`src/tomasulo_cfg.svh`:
```
`ifndef TOMASULO_CFG_SVH
`define TOMASULO_CFG_SVH

// Datapath word width
`define TOM_XLEN 32

// Width of the result tags carried on the CDB
`define TOM_TAG_W 6

// Data cache size in words
`define TOM_DC_DEPTH 256

// Multiplier pipeline depth, one issue per cycle
`define TOM_MULT_LAT 3

// Divider occupancy in cycles from start to quotient
`define TOM_DIV_LAT 6

`endif

```
`src/issue_pkg.sv`:
```
`default_nettype none

`include "tomasulo_cfg.svh"

package issue_pkg;

   // ALU operations, encoded like the R-type funct field where one exists
   typedef enum logic [5:0] {
      ALU_SLL = 6'h00,
      ALU_SRL = 6'h02,
      ALU_BEQ = 6'h04,
      ALU_BNE = 6'h05,
      ALU_ADD = 6'h20,
      ALU_SUB = 6'h22,
      ALU_AND = 6'h24,
      ALU_OR  = 6'h25,
      ALU_XOR = 6'h26,
      ALU_SLT = 6'h2a
   } alu_op_e;

   typedef struct packed {
      alu_op_e                opcode;
      logic [`TOM_XLEN-1:0]   rs;
      logic [`TOM_XLEN-1:0]   rt;
      logic [`TOM_TAG_W-1:0]  tag;
   } int_req_t;

   // Load when store is low, the tag names the load destination
   typedef struct packed {
      logic                   store;
      logic [`TOM_XLEN-1:0]   addr;
      logic [`TOM_XLEN-1:0]   data;
      logic [`TOM_TAG_W-1:0]  tag;
   } ls_req_t;

   // Shared by the multiply and divide stations
   typedef struct packed {
      logic [`TOM_XLEN-1:0]   rs;
      logic [`TOM_XLEN-1:0]   rt;
      logic [`TOM_TAG_W-1:0]  tag;
   } md_req_t;

   typedef struct packed {
      logic                   valid;
      logic [`TOM_XLEN-1:0]   data;
      logic [`TOM_TAG_W-1:0]  tag;
      logic                   branch;
      logic                   branch_taken;
   } cdb_t;

   typedef struct packed {
      logic                   carry;
      logic                   overflow;
      logic                   branch;
      logic                   taken;
   } alu_flags_t;

endpackage

`default_nettype wire

```
`src/int_alu.sv`:
```
`timescale 1ns/10ps
`default_nettype none

`include "tomasulo_cfg.svh"

module int_alu
   import issue_pkg::*;
(
   input  int_req_t              req,
   output logic [`TOM_XLEN-1:0]  result,
   output alu_flags_t            flags
);

   localparam int SHAMT_W = $clog2(`TOM_XLEN);

   logic [`TOM_XLEN:0]    sum_ext;
   logic [`TOM_XLEN:0]    diff_ext;
   logic                  rs_msb;
   logic                  rt_msb;
   logic [SHAMT_W-1:0]    shamt;

   // Extra top bit catches the carry out
   assign sum_ext  = {1'b0, req.rs} + {1'b0, req.rt};
   // Two's complement subtract, carry set means no borrow
   assign diff_ext = {1'b0, req.rs} + {1'b0, ~req.rt} + 1'b1;

   assign rs_msb = req.rs[`TOM_XLEN-1];
   assign rt_msb = req.rt[`TOM_XLEN-1];
   assign shamt  = req.rt[SHAMT_W-1:0];

   always_comb begin
      result = '0;
      flags  = '0;
      case (req.opcode)
         ALU_ADD: begin
            result         = sum_ext[`TOM_XLEN-1:0];
            flags.carry    = sum_ext[`TOM_XLEN];
            // Same-sign operands giving an opposite-sign sum
            flags.overflow = (rs_msb == rt_msb) && (sum_ext[`TOM_XLEN-1] != rs_msb);
         end
         ALU_SUB: begin
            result         = diff_ext[`TOM_XLEN-1:0];
            flags.carry    = diff_ext[`TOM_XLEN];
            flags.overflow = (rs_msb != rt_msb) && (diff_ext[`TOM_XLEN-1] != rs_msb);
         end
         ALU_AND: result = req.rs & req.rt;
         ALU_OR:  result = req.rs | req.rt;
         ALU_XOR: result = req.rs ^ req.rt;
         ALU_SLT: begin
            result = {{(`TOM_XLEN-1){1'b0}}, ($signed(req.rs) < $signed(req.rt))};
         end
         ALU_SLL: result = req.rs << shamt;
         ALU_SRL: result = req.rs >> shamt;
         // Branches only resolve the condition, data stays zero
         ALU_BEQ: begin
            flags.branch = 1'b1;
            flags.taken  = (req.rs == req.rt);
         end
         ALU_BNE: begin
            flags.branch = 1'b1;
            flags.taken  = (req.rs != req.rt);
         end
         default: begin
            result = '0;
            flags  = '0;
         end
      endcase
   end

endmodule

`default_nettype wire

```
`config.mk`:
```
export PLATFORM = sky130hd
export DESIGN_NAME = int_alu
export DESIGN_NICKNAME = d
export VERILOG_FILES = /design/src/issue_pkg.sv /design/src/int_alu.sv
export VERILOG_INCLUDE_DIRS = /design/src
export SDC_FILE = /design/constraint.sdc
export NUM_CORES = 1
export LEC_CHECK = 0
export BUFFER_PORTS_ARGS = -buffer_cell sky130_fd_sc_hd__buf_2
export CAP_MARGIN = 20
export CORE_MARGIN = 5
export CORE_UTILIZATION = 40
export DETAILED_ROUTE_END_ITERATION = 10
export PLACE_DENSITY = 0.6
export SLEW_MARGIN = 20
export SYNTH_ARGS = -nofsm -noshare
export SYNTH_HDL_FRONTEND = slang
export SYNTH_SLANG_ARGS = --single-unit
```
`constraint.sdc`:
```
create_clock -name vclk -period 18.5
set_input_delay 3.7 -clock vclk [all_inputs]
set_output_delay 3.7 -clock vclk [all_outputs]
set_load 0.01 [all_outputs]
```
==> results.md <==
- Outcome: complete, no violations
- Routed wire length: 39.46 mm
- Worst vdd ir: 0.00002355 V
- Worst slack, placed: 6.959 ns
- Post-route minimum period: 11.74 ns
- Synth Area per Inst: 7.439 um2
- CP Capture Type: primary output
- Routed Antenna Nets: 0
- Die area: 25,030 um2
- Seq Cell Count: 0
- Num ports: 112
- Largest net degree at the start of global routing: 73
- Overall power consumption: 285.4 uW
- Hold path endpoint: flags[1]
- Total Neg Setup Slack: 0 ns
- Worst Path Arrival: 8.04 ns
- Final setup violation count: 0
- DR vias/cell: 6.885
- Pwr dens: 30.38 nW/um2
- Via count: 10,260
- Yosys cell types: 91
- Unrepaired setup endpoints after global routing: no
- Maximum clock frequency: 0.08519 GHz
- Cell Chain, Critical Path: buf_2, buf_4, inv_2, buf_4, ha_1, nand2b_1, a221oi_1, a21oi_1, a21o_2, a21oi_1, nand2b_1, a21boi_0, o221a_2, o221ai_1, buf_2
- CTS Hold Bufs: 0
- WL/cell: 26.49 um
- Length of the first detailed-routing pass in iterations: 6
- Number of DRC markers in iteration 0: 1,427
- Layout clock buffers: 0
- Initial antenna violation count: 0
- Hold/Removal Path Class: in2out
- Vias in the first global route: 9,613
- Nets: 1,394
- Port buffer count: 106
- Row Count: 54
- WP data required: 14.80 ns
- Worst path bufs/invs: 5
- Final Hold Fails: 0
- Worst path max stage delay: 0.54 ns
- Gate count of the mapped netlist: 1,181
- Max-Cap Viols: 0
- Global-route wire length before repair: 59.66 mm
- Dpl hpwl: 30.47 mm
- Layout cells sized above 1: 0.1917
- WS Path Type: in2out
- Crit path max fanout: 48
- Hold depth: 3
- Synth Cell Area: 8786 um2
- Register area share after synthesis: 0
- Critical Path Source Type: primary input
- Max Slew Vio Count: 0
- Worst slew margin: 0.3348
- Starting density of the core: 0.4038
- Resized cells post-CTS: 0
- Die width: 158.2 um
- Worst path slowest cell: buf_4
- Delay-heaviest family, CP: compound AO/OA/AOI/OAI gates
- Routability-driven placement congestion ratio: 0.9838
- Register area: 0 um2
- ANT cells: 0
- Core area: 21,760 um2
- Fin crit share: 0.6345
- Final hold slack: 7.864 ns
- Worst Tran Pin Value: 0.9978 ns
- GRT Total Usage: 0.3049
- YS warnings: 0
- Syn Nets: 1,363
- Final WS setup: 6.762 ns
- Post-route DRC violation count: 0
- Grt ovf: 0
- Post-CTS Setup Bufs: 0
- Chip Height: 158.2 um
- Hold Crit Start: req[75]
- P_leak: 4.056 nW
- Syn-to-layout area delta: 6.907%
-- area by class of cell --
cell class,count,area [um2]
multi-input combinational,989,8011
fill,2266,12360
timing repair buffer,123,663.1
inverter,98,367.9
tap,280,350.3
-- logic make-up after synthesis --
logic type,Yosys count,synth area share
mux,120,0.2397
fa+ha+maj,106,0.1527
buf+inv,192,0.08972
simple gates,340,0.1789
compound gates,417,0.3331
xor+xnor,6,0.005981
-- metal layers --
| metal | up-vias | track usage | wire length (um) |
|---|---|---|---|
| li1 | 4581 | - | - |
| met1 | 4882 | 0.4273 | 15940 |
| met3 | 122 | 0.04319 | 4136 |
| met4 | 0 | 0.1194 | 2221 |
| met2 | 673 | 0.4737 | 17160 |
| met5 | - | 0 | 0 |
-- through the flow --
step | cells | cell area (um2) | util
6_report | 1490 | 9393 | 0.4317
5_1_grt | 1490 | 9393 | 0.4317
4_1_cts | 1490 | 9393 | 0.4317
3_5_place_dp | 1490 | 9393 | 0.4317
3_3_place_gp | 1490 | 9393 | 0.4317
2_1_floorplan | 1181 | 8786 | -
-- synth_stat cells (all sizes together), types with 9 or more instances --
master / n / area, um2
mux2i: 45 / 450.4
o21bai: 15 / 116.4
nor4: 10 / 68.81
o21ai: 64 / 320.3
mux4: 72 / 1622
a22oi: 14 / 105.1
ha: 104 / 1301
o21a: 10 / 75.07
a221o: 9 / 90.09
or3: 17 / 116.4
inv: 96 / 360.3
nand2: 84 / 315.3
o221ai: 9 / 85.08
nand3: 18 / 90.09
a21oi: 102 / 525.5
a211oi: 14 / 115.1
o2111ai: 10 / 87.58
a21o: 23 / 173.9
nor2: 133 / 499.2
nor3: 26 / 135.1
buf: 34 / 195.2
a221oi: 26 / 240.2
nand2b: 17 / 106.4
o211ai: 14 / 105.1
clkbuf: 60 / 225.2
o22ai: 36 / 231.5
-- layout by cell type (no fill, tap or decap), types with 14 or more instances in the layout --
cell type and n:
a21o_1 22, nor2_1 132, buf_2 104, a21oi_1 100
a22oi_1 14, buf_4 19, nand2_1 84, nor3_1 24
inv_1 94, nand2b_1 17, or3_1 15, nand3_1 18
mux4_2 72, o21ai_0 56, a221oi_1 24, o22ai_1 35
o211ai_1 14, o21bai_1 14, ha_1 104, mux2i_1 45
-- worst max-delay path by stage --
stage | from | endpoint | slack, ns | depth (start not counted)
4_1_cts | req[8] | result[30] | 6.96 | 15
3_5_place_dp | req[8] | result[21] | 6.96 | 15
2_1_floorplan | req[8] | result[25] | 7.35 | 16
3_3_place_gp | req[8] | result[20] | 6.97 | 15
5_1_grt | req[8] | result[20] | 6.68 | 15
6_report | req[8] | result[20] | 6.76 | 15
-- report_power, final --
part	switching, mW	leakage (nW)	internal, mW
Clock	0	0	0
Sequential	0	0	0
Combinational	0.179	4.06	0.107
(Power assumes the default switching activity.)
