File: config.mk
export PLATFORM = sky130hd
export DESIGN_NAME = mult_pipe
export DESIGN_NICKNAME = d
export VERILOG_FILES = /design/src/issue_pkg.sv /design/src/mult_pipe.sv
export VERILOG_INCLUDE_DIRS = /design/src
export SDC_FILE = /design/constraint.sdc
export NUM_CORES = 1
export LEC_CHECK = 0
export ABC_AREA = 1
export ABC_CLOCK_PERIOD_IN_PS = 1200
export BUFFER_PORTS_ARGS = -buffer_cell sky130_fd_sc_hd__buf_2
export CORE_MARGIN = 3
export CORE_UTILIZATION = 35
export DETAILED_ROUTE_END_ITERATION = 8
export GPL_TIMING_DRIVEN = 0
export PLACE_DENSITY = 0.53
export REMOVE_ABC_BUFFERS = 1
export SYNTH_ARGS = -nofsm -noshare
export SYNTH_HDL_FRONTEND = slang
export SYNTH_SLANG_ARGS = --single-unit
File: constraint.sdc
create_clock -name clk -period 1.2 [get_ports clk]
set_input_delay 0.18 -clock clk [delete_from_list [all_inputs] [get_ports clk]]
set_output_delay 0.18 -clock clk [all_outputs]
set_load 0.01 [all_outputs]
File: src/tomasulo_cfg.svh
`ifndef TOMASULO_CFG_SVH
`define TOMASULO_CFG_SVH

// Datapath word width
`define TOM_XLEN 32

// Width of the result tags carried on the CDB
`define TOM_TAG_W 6

// Data cache size in words
`define TOM_DC_DEPTH 256

// Multiplier pipeline depth, one issue per cycle
`define TOM_MULT_LAT 3

// Divider occupancy in cycles from start to quotient
`define TOM_DIV_LAT 6

`endif

File: src/issue_pkg.sv
`default_nettype none

`include "tomasulo_cfg.svh"

package issue_pkg;

   // ALU operations, encoded like the R-type funct field where one exists
   typedef enum logic [5:0] {
      ALU_SLL = 6'h00,
      ALU_SRL = 6'h02,
      ALU_BEQ = 6'h04,
      ALU_BNE = 6'h05,
      ALU_ADD = 6'h20,
      ALU_SUB = 6'h22,
      ALU_AND = 6'h24,
      ALU_OR  = 6'h25,
      ALU_XOR = 6'h26,
      ALU_SLT = 6'h2a
   } alu_op_e;

   typedef struct packed {
      alu_op_e                opcode;
      logic [`TOM_XLEN-1:0]   rs;
      logic [`TOM_XLEN-1:0]   rt;
      logic [`TOM_TAG_W-1:0]  tag;
   } int_req_t;

   // Load when store is low, the tag names the load destination
   typedef struct packed {
      logic                   store;
      logic [`TOM_XLEN-1:0]   addr;
      logic [`TOM_XLEN-1:0]   data;
      logic [`TOM_TAG_W-1:0]  tag;
   } ls_req_t;

   // Shared by the multiply and divide stations
   typedef struct packed {
      logic [`TOM_XLEN-1:0]   rs;
      logic [`TOM_XLEN-1:0]   rt;
      logic [`TOM_TAG_W-1:0]  tag;
   } md_req_t;

   typedef struct packed {
      logic                   valid;
      logic [`TOM_XLEN-1:0]   data;
      logic [`TOM_TAG_W-1:0]  tag;
      logic                   branch;
      logic                   branch_taken;
   } cdb_t;

   typedef struct packed {
      logic                   carry;
      logic                   overflow;
      logic                   branch;
      logic                   taken;
   } alu_flags_t;

endpackage

`default_nettype wire

File: src/mult_pipe.sv
`timescale 1ns/10ps
`default_nettype none

`include "tomasulo_cfg.svh"

module mult_pipe
   import issue_pkg::*;
(
   input  logic                   clk,
   input  logic                   arst_n,
   input  logic                   start,
   input  md_req_t                req,
   output logic [`TOM_XLEN-1:0]   result,
   output logic [`TOM_TAG_W-1:0]  tag
);

   typedef struct packed {
      logic [`TOM_XLEN-1:0]   data;
      logic [`TOM_TAG_W-1:0]  tag;
   } stage_t;

   logic [`TOM_XLEN-1:0]      product;
   stage_t                    entry;
   stage_t                    stage_q [`TOM_MULT_LAT];
   // Occupancy of every stage except the last
   logic [`TOM_MULT_LAT-2:0]  occ_q;

   // Only the low word of the product is kept
   assign product = req.rs * req.rt;
   assign entry   = start ? {product, req.tag} : '0;

   always_ff @(posedge clk or negedge arst_n) begin
      if (!arst_n) begin
         occ_q <= '0;
      end else begin
         occ_q <= {occ_q[`TOM_MULT_LAT-3:0], start};
      end
   end

   always_ff @(posedge clk) begin
      stage_q[0] <= entry;
      for (int k = 1; k < `TOM_MULT_LAT; k++) begin
         stage_q[k] <= occ_q[k-1] ? stage_q[k-1] : '0;
      end
   end

   assign result = stage_q[`TOM_MULT_LAT-1].data;
   assign tag    = stage_q[`TOM_MULT_LAT-1].tag;

endmodule

`default_nettype wire

==> impl_results.md <==
* Slowest CP cell: fa_1
* Average wire per standard cell at 17.4 um
* Slew HR at 54.8%
* Die area at 61200 um^2
* Layout cells sized above 1 at 17.3%
* Register Area at 2340 um^2
* I/O Buffers at 110
* Die X at 247 um
* Antenna-violating nets left at 0
* Post-synth cell types at 41
* Final hold vios at 0
* Post-synth EDFFs at 0
* Die span in y at 247 um
* Core area at 57000 um^2
* Finish-stage setup viols at 29
* H-tree Lvls at 4
* Mapped Cells at 2705
* Critical path type: primary input to register
* Startpoint types: primary input
* Arr. time, crit path at 6.16 ns
* Failing checks: setup timing
* Vias in the first global route at 17100
* Starting density of the core at 35.8%
* Minimum clock period at 5.87 ns
* Prevailing post-synth register cell: dfxtp_1
* Ports at 111
* Final design utilization at 44.1%
* Area leader, netlist: fa_1
* Root buf cell: clkbuf_16
* First-pass GRT wire length at 92700 um
* Total iterations of the first detailed-routing run at 5
* Largest family of logic cells by synthesized area: adder cells
* Final global-route overflow total at 0
* Drt total wl at 61700 um
* Rows at 87
* Post-synthesis adder-cell area fraction at 47.6%
* Status: finished with violations
* Highest Clock Rate at 170 MHz
* Post-Synth Simple-Gate Area at 17.1%
* # fillers at 5591
* Post-synth top area share at 40.1%
* TritonCTS clock tree: done
* Worst stage delay on the critical path at 0.57 ns
* Ys async rst share at 1.72%
* Max Cap Violations at 0
* CTS sink cnt at 116
* Fin nets at 3372
* Number of remaining DRC errors at 0
* Synth Area in XOR/XNOR at 0.601%
* DP HPWL at 40900 um
* Largest net degree at the start of global routing at 40
* Hold Crit Class: primary input to asynchronous set/reset pin
* Post-synthesis sequential area ratio at 11.4%
* Via density at 4.56
* Worst EP required at 1.49 ns
* Max Root-Sink Buffers at 2
* PnR worst setup slack at -4.67 ns
* Skew final at 0.00629 ns
* Initial DRC Count at 945
* Final Wtd Congestion at 0.848
* Mux cell area share after synthesis at 0%
* Post-Syn Area at 20400 um^2
* Via Count at 16100
* Overall Global Routing Usage at 19.8%
* Clk Latency, worst-skew pair at 0.39 ns
* Clock-pin slew on the worst setup and hold paths at 0.05 ns
* Crit-path cells: buf_4 -> nand2_1 -> inv_1 -> fa_1 -> inv_1 -> fa_1 -> fa_1 -> fa_1 -> inv_1 -> fa_1 -> fa_1 -> fa_1 -> fa_1 -> ha_4 -> nand2_2 -> o21ai_1 -> a21oi_1 -> o2111ai_4 -> nand3_1 -> nand2_1 -> nor2_1
* Seq cells post-synth at 116
* Initial antenna violation count at 2
* Largest cells by area after synthesis: fa_1 (40%), inv_1 (16%), nand2_1 (15%), dfxtp_1 (11%), ha_1 (7.5%)
* Syn Area/Cell at 7.54 um^2
* CP max FO at 13
* Crit share post-route at 489%
* Most used cell, CP: fa_1
* YS warnings at 0
* TritonCTS Buffers at 17
* Post-synthesis compound-gate area fraction at 3.32%
* Worst Tran Pin Value at 0.678 ns
* Area delta synth->final at 23.5%
* Multi-input logic area at 15500 um^2
* Slew Limit Fails at 0
* Worst Setup End Kind: register
* RSZ-0062 raised after global routing: yes
cell families (layout without fill, tap and decap cells):
family | after synthesis | after routing
xor gates and xnor gates | 14 | 14
adders and majority gates | 531 | 531
and+or+nand+nor | 890 | 890
other | 0 | 1
AOI/OAI and AO/OA | 122 | 122
buffers and inverters | 1032 | 1108
DFF | 116 | 116
final timing paths:
kind	from	end	slack, ns	cells after the start
setup / recovery	req[58]	stage_q[0][37]	-4.67	21
hold / removal	arst_n	occ_q[0]	0.09	2
setup reg to reg	occ_q[1]	stage_q[0][78]	0.19	2
hold reg to reg	stage_q[0][63]	stage_q[0][101]	0.40	2
max in group asynchronous	arst_n	occ_q[0]	1.00	2
min in group clk	req[38]	stage_q[0][6]	0.15	3
layout by cell type (no fill, tap or decap), types with 8 or more instances in the layout:
cell type	n
fa_2	22
a21oi_1	30
fa_1	386
o21ai_1	14
buf_6	25
nand2_4	18
buf_16	36
dfxtp_1	114
nor2_4	10
inv_2	45
buf_2	66
nor2_1	18
nand2_2	36
nand3_1	36
inv_1	832
ha_4	54
nor2_2	8
o21ai_0	18
xnor2_1	8
nand2_1	736
a21oi_2	20
ha_1	69
buf_4	43
a21oi_4	10
clkbuf_16	23
layer usage:
metal	track usage (%)	part of all wire, %	vias up
met2	35.4	49	529
li1	-	-	7590
met3	3.53	6.3	153
met1	23.5	39	7861
met5	0	0.021	-
met4	8.24	5.2	2
cell type report:
class	instances	area share (%)
tap	756	3.76
clock inverter	11	0.591
timing repair buffer	198	9.98
sequential	116	9.28
inverter	878	13.1
multi-input combinational	1557	61.4
clock buffer	21	1.87
antenna	1	0.00994
critical path: cells and delay by family:
family                     cells  cell delay, ns
adders and majority gates      9            4.40
buffers and inverters          4            0.34
and+or+nand+nor                5            0.42
AOI/OAI and AO/OA              3            0.80
stage by stage:
stage	setup WS [ns]	TNS, ns	instance area [um^2]	std cells	hold slack (ns)
after floorplan	-4.56	-105.06	19600	2551	-0.116
after global placement	-5.90	-151.35	21100	3417	-0.0355
after detailed placement	-5.91	-154.00	21100	3417	-0.0324
after CTS	-4.61	-105.46	24200	3504	0.0766
after global routing	-4.83	-110.74	25200	3537	0.0984
final	-4.67	-106.67	25200	3538	0.0908
registers in the layout, indices dropped and copies added, names as in the netlist:
| register | count |
|---|---|
| occ_q | 2 |
| stage_q | 114 |
repair_timing:
action                                 in CTS  in global routing
endpoints found under the hold margin       8                  0
resized for setup                         376                156
pin swaps                                 105                 88
setup buffers                              29                 27
setup endpoints to repair                 107                 31
gates cloned                               19                  6
hold buffers                                7                  0
cell usage after synthesis (2+ instances only):
cell       number
a21oi_1        60
and2_1          2
buf_1           9
buf_2          15
buf_4          48
clkbuf_1       82
dfrtp_1         2
dfxtp_1       114
fa_1          408
ha_1          123
inv_1         874
inv_2           4
nand2_1       788
nand2_2         4
nand3_1        39
nand3b_1        6
nand4_1         5
nor2_1         35
nor3_1          5
o2111ai_1       2
o21a_1          5
o21ai_0        38
o21ai_1         3
o21ai_2         3
o21bai_1        3
xnor2_1         8
xor2_1          6
Power is left out: the tool's default activity adds up to more than one toggle a clock period on the data nets, which glitch-free logic cannot reach.
