--- src/tomasulo_cfg.svh ---
`ifndef TOMASULO_CFG_SVH
`define TOMASULO_CFG_SVH

// Datapath word width
`define TOM_XLEN 32

// Width of the result tags carried on the CDB
`define TOM_TAG_W 6

// Data cache size in words
`define TOM_DC_DEPTH 256

// Multiplier pipeline depth, one issue per cycle
`define TOM_MULT_LAT 3

// Divider occupancy in cycles from start to quotient
`define TOM_DIV_LAT 6

`endif

--- src/issue_pkg.sv ---
`default_nettype none

`include "tomasulo_cfg.svh"

package issue_pkg;

   // ALU operations, encoded like the R-type funct field where one exists
   typedef enum logic [5:0] {
      ALU_SLL = 6'h00,
      ALU_SRL = 6'h02,
      ALU_BEQ = 6'h04,
      ALU_BNE = 6'h05,
      ALU_ADD = 6'h20,
      ALU_SUB = 6'h22,
      ALU_AND = 6'h24,
      ALU_OR  = 6'h25,
      ALU_XOR = 6'h26,
      ALU_SLT = 6'h2a
   } alu_op_e;

   typedef struct packed {
      alu_op_e                opcode;
      logic [`TOM_XLEN-1:0]   rs;
      logic [`TOM_XLEN-1:0]   rt;
      logic [`TOM_TAG_W-1:0]  tag;
   } int_req_t;

   // Load when store is low, the tag names the load destination
   typedef struct packed {
      logic                   store;
      logic [`TOM_XLEN-1:0]   addr;
      logic [`TOM_XLEN-1:0]   data;
      logic [`TOM_TAG_W-1:0]  tag;
   } ls_req_t;

   // Shared by the multiply and divide stations
   typedef struct packed {
      logic [`TOM_XLEN-1:0]   rs;
      logic [`TOM_XLEN-1:0]   rt;
      logic [`TOM_TAG_W-1:0]  tag;
   } md_req_t;

   typedef struct packed {
      logic                   valid;
      logic [`TOM_XLEN-1:0]   data;
      logic [`TOM_TAG_W-1:0]  tag;
      logic                   branch;
      logic                   branch_taken;
   } cdb_t;

   typedef struct packed {
      logic                   carry;
      logic                   overflow;
      logic                   branch;
      logic                   taken;
   } alu_flags_t;

endpackage

`default_nettype wire

--- src/div_unit.sv ---
`timescale 1ns/10ps
`default_nettype none

`include "tomasulo_cfg.svh"

module div_unit
   import issue_pkg::*;
(
   input  logic                   clk,
   input  logic                   arst_n,
   input  logic                   start,
   input  md_req_t                req,
   output logic                   busy,
   output logic [`TOM_XLEN-1:0]   quotient,
   output logic [`TOM_TAG_W-1:0]  tag
);

   localparam int CNT_W = $clog2(`TOM_DIV_LAT + 1);

   logic [CNT_W-1:0]      count_q;
   logic [`TOM_XLEN-1:0]  dividend_q;
   logic [`TOM_XLEN-1:0]  divisor_q;
   logic                  last_step;

   // Count runs LAT-1 down to zero, so the quotient is out LAT cycles after start
   always_ff @(posedge clk or negedge arst_n) begin
      if (!arst_n) begin
         count_q <= '0;
      end else if (start) begin
         count_q <= CNT_W'(`TOM_DIV_LAT - 1);
      end else if (count_q != '0) begin
         count_q <= count_q - 1'b1;
      end
   end

   assign last_step = (count_q == CNT_W'(1));

   always_ff @(posedge clk) begin
      if (start) begin
         dividend_q <= req.rs;
         divisor_q  <= req.rt;
         tag        <= req.tag;
      end
      if (last_step) begin
         // Divide by zero saturates to all ones
         if (divisor_q == '0) begin
            quotient <= '1;
         end else begin
            quotient <= dividend_q / divisor_q;
         end
      end
   end

   // Drops in the cycle the quotient is presented, so a new start may follow at once
   assign busy = (count_q != '0);

endmodule

`default_nettype wire

--- config.mk ---
export PLATFORM = sky130hd
export DESIGN_NAME = div_unit
export DESIGN_NICKNAME = d
export VERILOG_FILES = /design/src/issue_pkg.sv /design/src/div_unit.sv
export VERILOG_INCLUDE_DIRS = /design/src
export SDC_FILE = /design/constraint.sdc
export NUM_CORES = 2
export LEC_CHECK = 0
export BUFFER_PORTS_ARGS = -buffer_cell sky130_fd_sc_hd__buf_4
export CORE_MARGIN = 1
export CORE_UTILIZATION = 40
export DETAILED_ROUTE_END_ITERATION = 12
export PLACE_DENSITY_LB_ADDON = 0.15
export SLEW_MARGIN = 20
export SYNTH_ARGS = -nofsm -noshare
export SYNTH_HDL_FRONTEND = slang
export SYNTH_SLANG_ARGS = --single-unit
--- constraint.sdc ---
create_clock -name clk -period 65.1 [get_ports clk]
set_input_delay 13.02 -clock clk [delete_from_list [all_inputs] [get_ports clk]]
set_output_delay 13.02 -clock clk [all_outputs]
set_load 0.005 [all_outputs]
==> results.tsv <==
stage	metric	value	unit
synth	muxShareOfSynthArea	0.0370	
synth	synth_edf_count	102	
power	vdd_ir_drop_max	0.0209	mV
clocking	insertion_delay	0.44	ns
layout	area.sequential	3140	µm²
critical_path	timing.critical_path.slowest_cell_delay	0.60	ns
timing	hold_viol_final	0	
critical_path	worst-path-stages	300	
critical_path	r2r_end	quotient[0]	
global_routing	grt.overflow.total	0	
critical_path	worst_r2r_path_depth	300	
place	dpl-instance-area	45700	µm²
synth	synth_flop_cell	sky130_fd_sc_hd__edfxtp_1	
power	p_leak	23.2	nW
timing	min_period	62.90	ns
critical_path	crit_path_start	divisor_q[21]	
status	outcome	complete, no violations	
floorplan	pin_count	112	
critical_path	reg2reg_setup_slack	2.20	ns
critical_path	required	65.28	ns
clocking	clock_tree.root_cell	sky130_fd_sc_hd__clkbuf_16	
drt	routed_wire_length_per_instance	21.9	µm
timing	worst_slew_margin_rel	0.0543	
layout	layout-area-overhead-vs-synth	45.8	%
layout	design_area	48700	µm²
global_routing	grt_start_max_net_pins	74	
place	routabilityCongestion	1.06	
drt	postRouteAntennaNets	0	
floorplan	die_h	291	µm
synth	postSynthCellCount	4575	
layout	mostFrequentLayoutCells	sky130_fd_sc_hd__buf_4, sky130_fd_sc_hd__ha_1, sky130_fd_sc_hd__nand2_1, sky130_fd_sc_hd__nor2_1, sky130_fd_sc_hd__a21oi_1	
layout	layout_cells_sized_above_1	0.353	
hold_path	worst_hold_path_type	reg2reg	
clocking	htreeDepth	3	
floorplan	die_outline_area	84600	µm²
clocking	cts.sink_count	105	
critical_path	critPathMaxFanout	13	
critical_path	critPathKind	reg2reg	
drt	drt-vias-per-instance	5.88	
critical_path	gate_family_responsible_for_the_most_delay_along_the_worst_path	compound AO/OA/AOI/OAI gates	
timing	finClkSkew	0.0302	ns
critical_path	worstSetupEndpointType	register	
floorplan	design.core.area	82400	µm²
place	portBuffers	111	
floorplan	num_rows	105	
global_routing	global_route_wire_length_before_repair	229000	µm
timing	tightest_slew	1.41	ns
critical_path	critical_path_buffer_and_inverter_count	35	
layout	fillCellCount	7778	
layout	final_nets	6639	
synth	synth.distinct_cells	122	
layout	postLayoutCoreUtil	0.591	
critical_path	critPathArrivalTime	63.08	ns
floorplan	die_width	291	µm
synth	synthArstFlopShare	0.0286	
critical_path	start_kind	register	
drt	drt_first_pass_iters	6	
layout	multiInputGateArea	31100	µm²
drt	drt-initial-drc-count	3262	
global_routing	antenna_found_initial	2	
synth	post_synth_and_or_nand_nor_area_fraction	0.234	
synth	post_synthesis_compound_gate_area_fraction	0.307	
synth	synth_adder_area_share	0.199	
timing	final-max-slew-violation-count	0	
power	pwr_density_cell	17.7	nW/µm²
critical_path	cp_slowest_cell	sky130_fd_sc_hd__or4_4	
timing	setup_violations	0	
synth	synth_seq_cells	105	
synth	synth_sequential_area_ratio	0.0940	
clocking	ctsLongestPathBuffers	2	
critical_path	critical_path.reg2reg.startpoint	divisor_q[21]	
drt	routed-via-count	41800	
global_routing	track_usage	0.348	
place	hpwlAfterDp	125000	µm
drt	post-route-drc-count	0	
clocking	cts_inserted_buffers	9	
floorplan	initial_core_util	0.405	
synth	yosys.area_share.xor_xnor	0.0892	
clocking	cts_tree	yes	
synth	synthesis.yosys.warnings	0	
run	drv.max_cap_violation_count	0	
timing	timing.fmax	15.9	MHz
critical_path	critical_path.endpoint	quotient[0]	
synth	avgSynthCellArea	7.30	µm²
global_routing	grt_pass1_vias	40000	
clocking	clkSlewWorstSetupHoldPaths	0.11	ns
synth	synthesized_cell_area	33400	µm²
drt	drt_total_wl	155000	µm
timing	final.period_utilization	0.966	
synth	main_combinational_cell_family_by_area_after_synthesis	compound AO/OA/AOI/OAI gates	
layout	layout_commonest_cell	sky130_fd_sc_hd__buf_4	
synth	synthesis.nets	5180	
[kinds of logic after synthesis]
| group | Yosys count |
|---|---|
| AO/OA/AOI/OAI | 1510 |
| buffers and inverters | 338 |
| multiplexers | 113 |
| XOR/XNOR | 340 |
| flip-flops | 105 |
| adder cells (fa/ha/maj) | 532 |
| AND/OR/NAND/NOR | 1637 |
[routing by layer]
| layer | global-route usage | wire length [µm] | up-vias | share of wire |
|---|---|---|---|---|
| li1 | - | - | 20100 | - |
| met1 | 0.455 | 67600 | 19700 | 0.43 |
| met2 | 0.572 | 69800 | 1659 | 0.45 |
| met3 | 0.0401 | 10300 | 372 | 0.066 |
| met4 | 0.157 | 7780 | 2 | 0.050 |
| met5 | 0 | 21 | - | 0.00014 |
[worst reg2reg max path, delay by kind of cell (launching register included)]
family                   cells  cell delay (ns)
AO/OA/AOI/OAI              142            29.85
multiplexers                 9             2.43
XOR/XNOR                     2             0.50
adder cells (fa/ha/maj)     31             9.17
AND/OR/NAND/NOR             81            14.71
buffers and inverters       35             5.45
flip-flops                   1             0.46
[report_power, final]
group          total [mW]  switching (mW)  internal, mW  leakage [nW]
registers          0.0876         0.00642        0.0811          1.00
clock network      0.0647          0.0368        0.0279         0.152
logic               0.711           0.362         0.350          22.0
[cell usage after synthesis, types with 14 or more instances]
cell type | n | share of area
sky130_fd_sc_hd__o211ai_1 | 69 | 0.016
sky130_fd_sc_hd__a31oi_1 | 80 | 0.015
sky130_fd_sc_hd__a31o_2 | 23 | 0.0060
sky130_fd_sc_hd__mux2i_1 | 36 | 0.011
sky130_fd_sc_hd__nand2_1 | 476 | 0.054
sky130_fd_sc_hd__o21a_1 | 131 | 0.029
sky130_fd_sc_hd__xnor2_1 | 215 | 0.056
sky130_fd_sc_hd__nand3_1 | 125 | 0.019
sky130_fd_sc_hd__and2_1 | 43 | 0.0081
sky130_fd_sc_hd__xor2_1 | 125 | 0.033
sky130_fd_sc_hd__a211o_1 | 14 | 0.0037
sky130_fd_sc_hd__mux2_2 | 75 | 0.025
sky130_fd_sc_hd__nor3b_1 | 15 | 0.0034
sky130_fd_sc_hd__o22ai_1 | 21 | 0.0039
sky130_fd_sc_hd__o21bai_1 | 40 | 0.0090
sky130_fd_sc_hd__and3_1 | 37 | 0.0069
sky130_fd_sc_hd__buf_1 | 18 | 0.0020
sky130_fd_sc_hd__o2111ai_1 | 24 | 0.0063
sky130_fd_sc_hd__a21boi_0 | 25 | 0.0056
sky130_fd_sc_hd__a2111oi_0 | 20 | 0.0052
sky130_fd_sc_hd__o21ai_0 | 240 | 0.036
sky130_fd_sc_hd__buf_2 | 16 | 0.0024
sky130_fd_sc_hd__clkbuf_1 | 104 | 0.012
sky130_fd_sc_hd__or2_2 | 44 | 0.0082
sky130_fd_sc_hd__nor4_1 | 40 | 0.0075
sky130_fd_sc_hd__inv_1 | 194 | 0.022
sky130_fd_sc_hd__nand4_1 | 50 | 0.0094
sky130_fd_sc_hd__nor2_1 | 469 | 0.053
sky130_fd_sc_hd__nor3_1 | 131 | 0.020
sky130_fd_sc_hd__a21oi_1 | 373 | 0.056
sky130_fd_sc_hd__or3_1 | 49 | 0.0092
sky130_fd_sc_hd__nor2b_1 | 57 | 0.011
sky130_fd_sc_hd__a211oi_1 | 49 | 0.011
sky130_fd_sc_hd__a21o_1 | 159 | 0.036
sky130_fd_sc_hd__edfxtp_1 | 102 | 0.092
sky130_fd_sc_hd__nand2b_1 | 35 | 0.0066
sky130_fd_sc_hd__ha_1 | 532 | 0.20
sky130_fd_sc_hd__o31ai_1 | 37 | 0.0083
[stage by stage]
stage                     hold WS, ns  setup slack (ns)  power [mW]  cells  TNS [ns]
after detailed placement        0.543             -3.60       0.745   7009     -5.00
final                           0.558              2.20       0.864   7111         0
after floorplan                 0.465            0.0497       0.467   4575         0
after global routing            0.600            -0.615       0.926   7109    -0.615
after global placement          0.550             -3.35       0.741   7009     -4.56
after CTS                       0.566            0.0428       0.818   7027         0
[flip-flops by register name (all words and copies together), names as in the netlist]
name / cells
quotient: 32
dividend_q: 32
tag: 6
divisor_q: 32
count_q: 3
[worst min path at each step]
stage,startpoint,to,depth (start not counted),slack (ns)
3_5_place_dp,count_q[2],count_q[2],1,0.54
3_3_place_gp,count_q[2],count_q[2],1,0.55
2_1_floorplan,count_q[2],count_q[2],1,0.47
5_1_grt,count_q[2],count_q[2],1,0.60
4_1_cts,count_q[2],count_q[2],1,0.57
6_report,count_q[2],count_q[2],1,0.56
[timing repair]
action                                 in CTS  in global routing
hold buffers                                0                  0
buffers inserted                            2                 78
setup endpoints to repair                   2                  3
gates cloned                                0                  4
resized for setup                          74                384
endpoints found under the hold margin       0                  0
pin swaps                                   4                131
[cell type report]
type,count,share of cell area
sequential,105,0.0645
clock inverter,7,0.00188
multi-input combinational,4135,0.638
inverter,194,0.0150
timing repair buffer,1589,0.248
tap,1070,0.0275
antenna,2,0.000103
clock buffer,9,0.00463
Power figures use the tool's default switching activity.
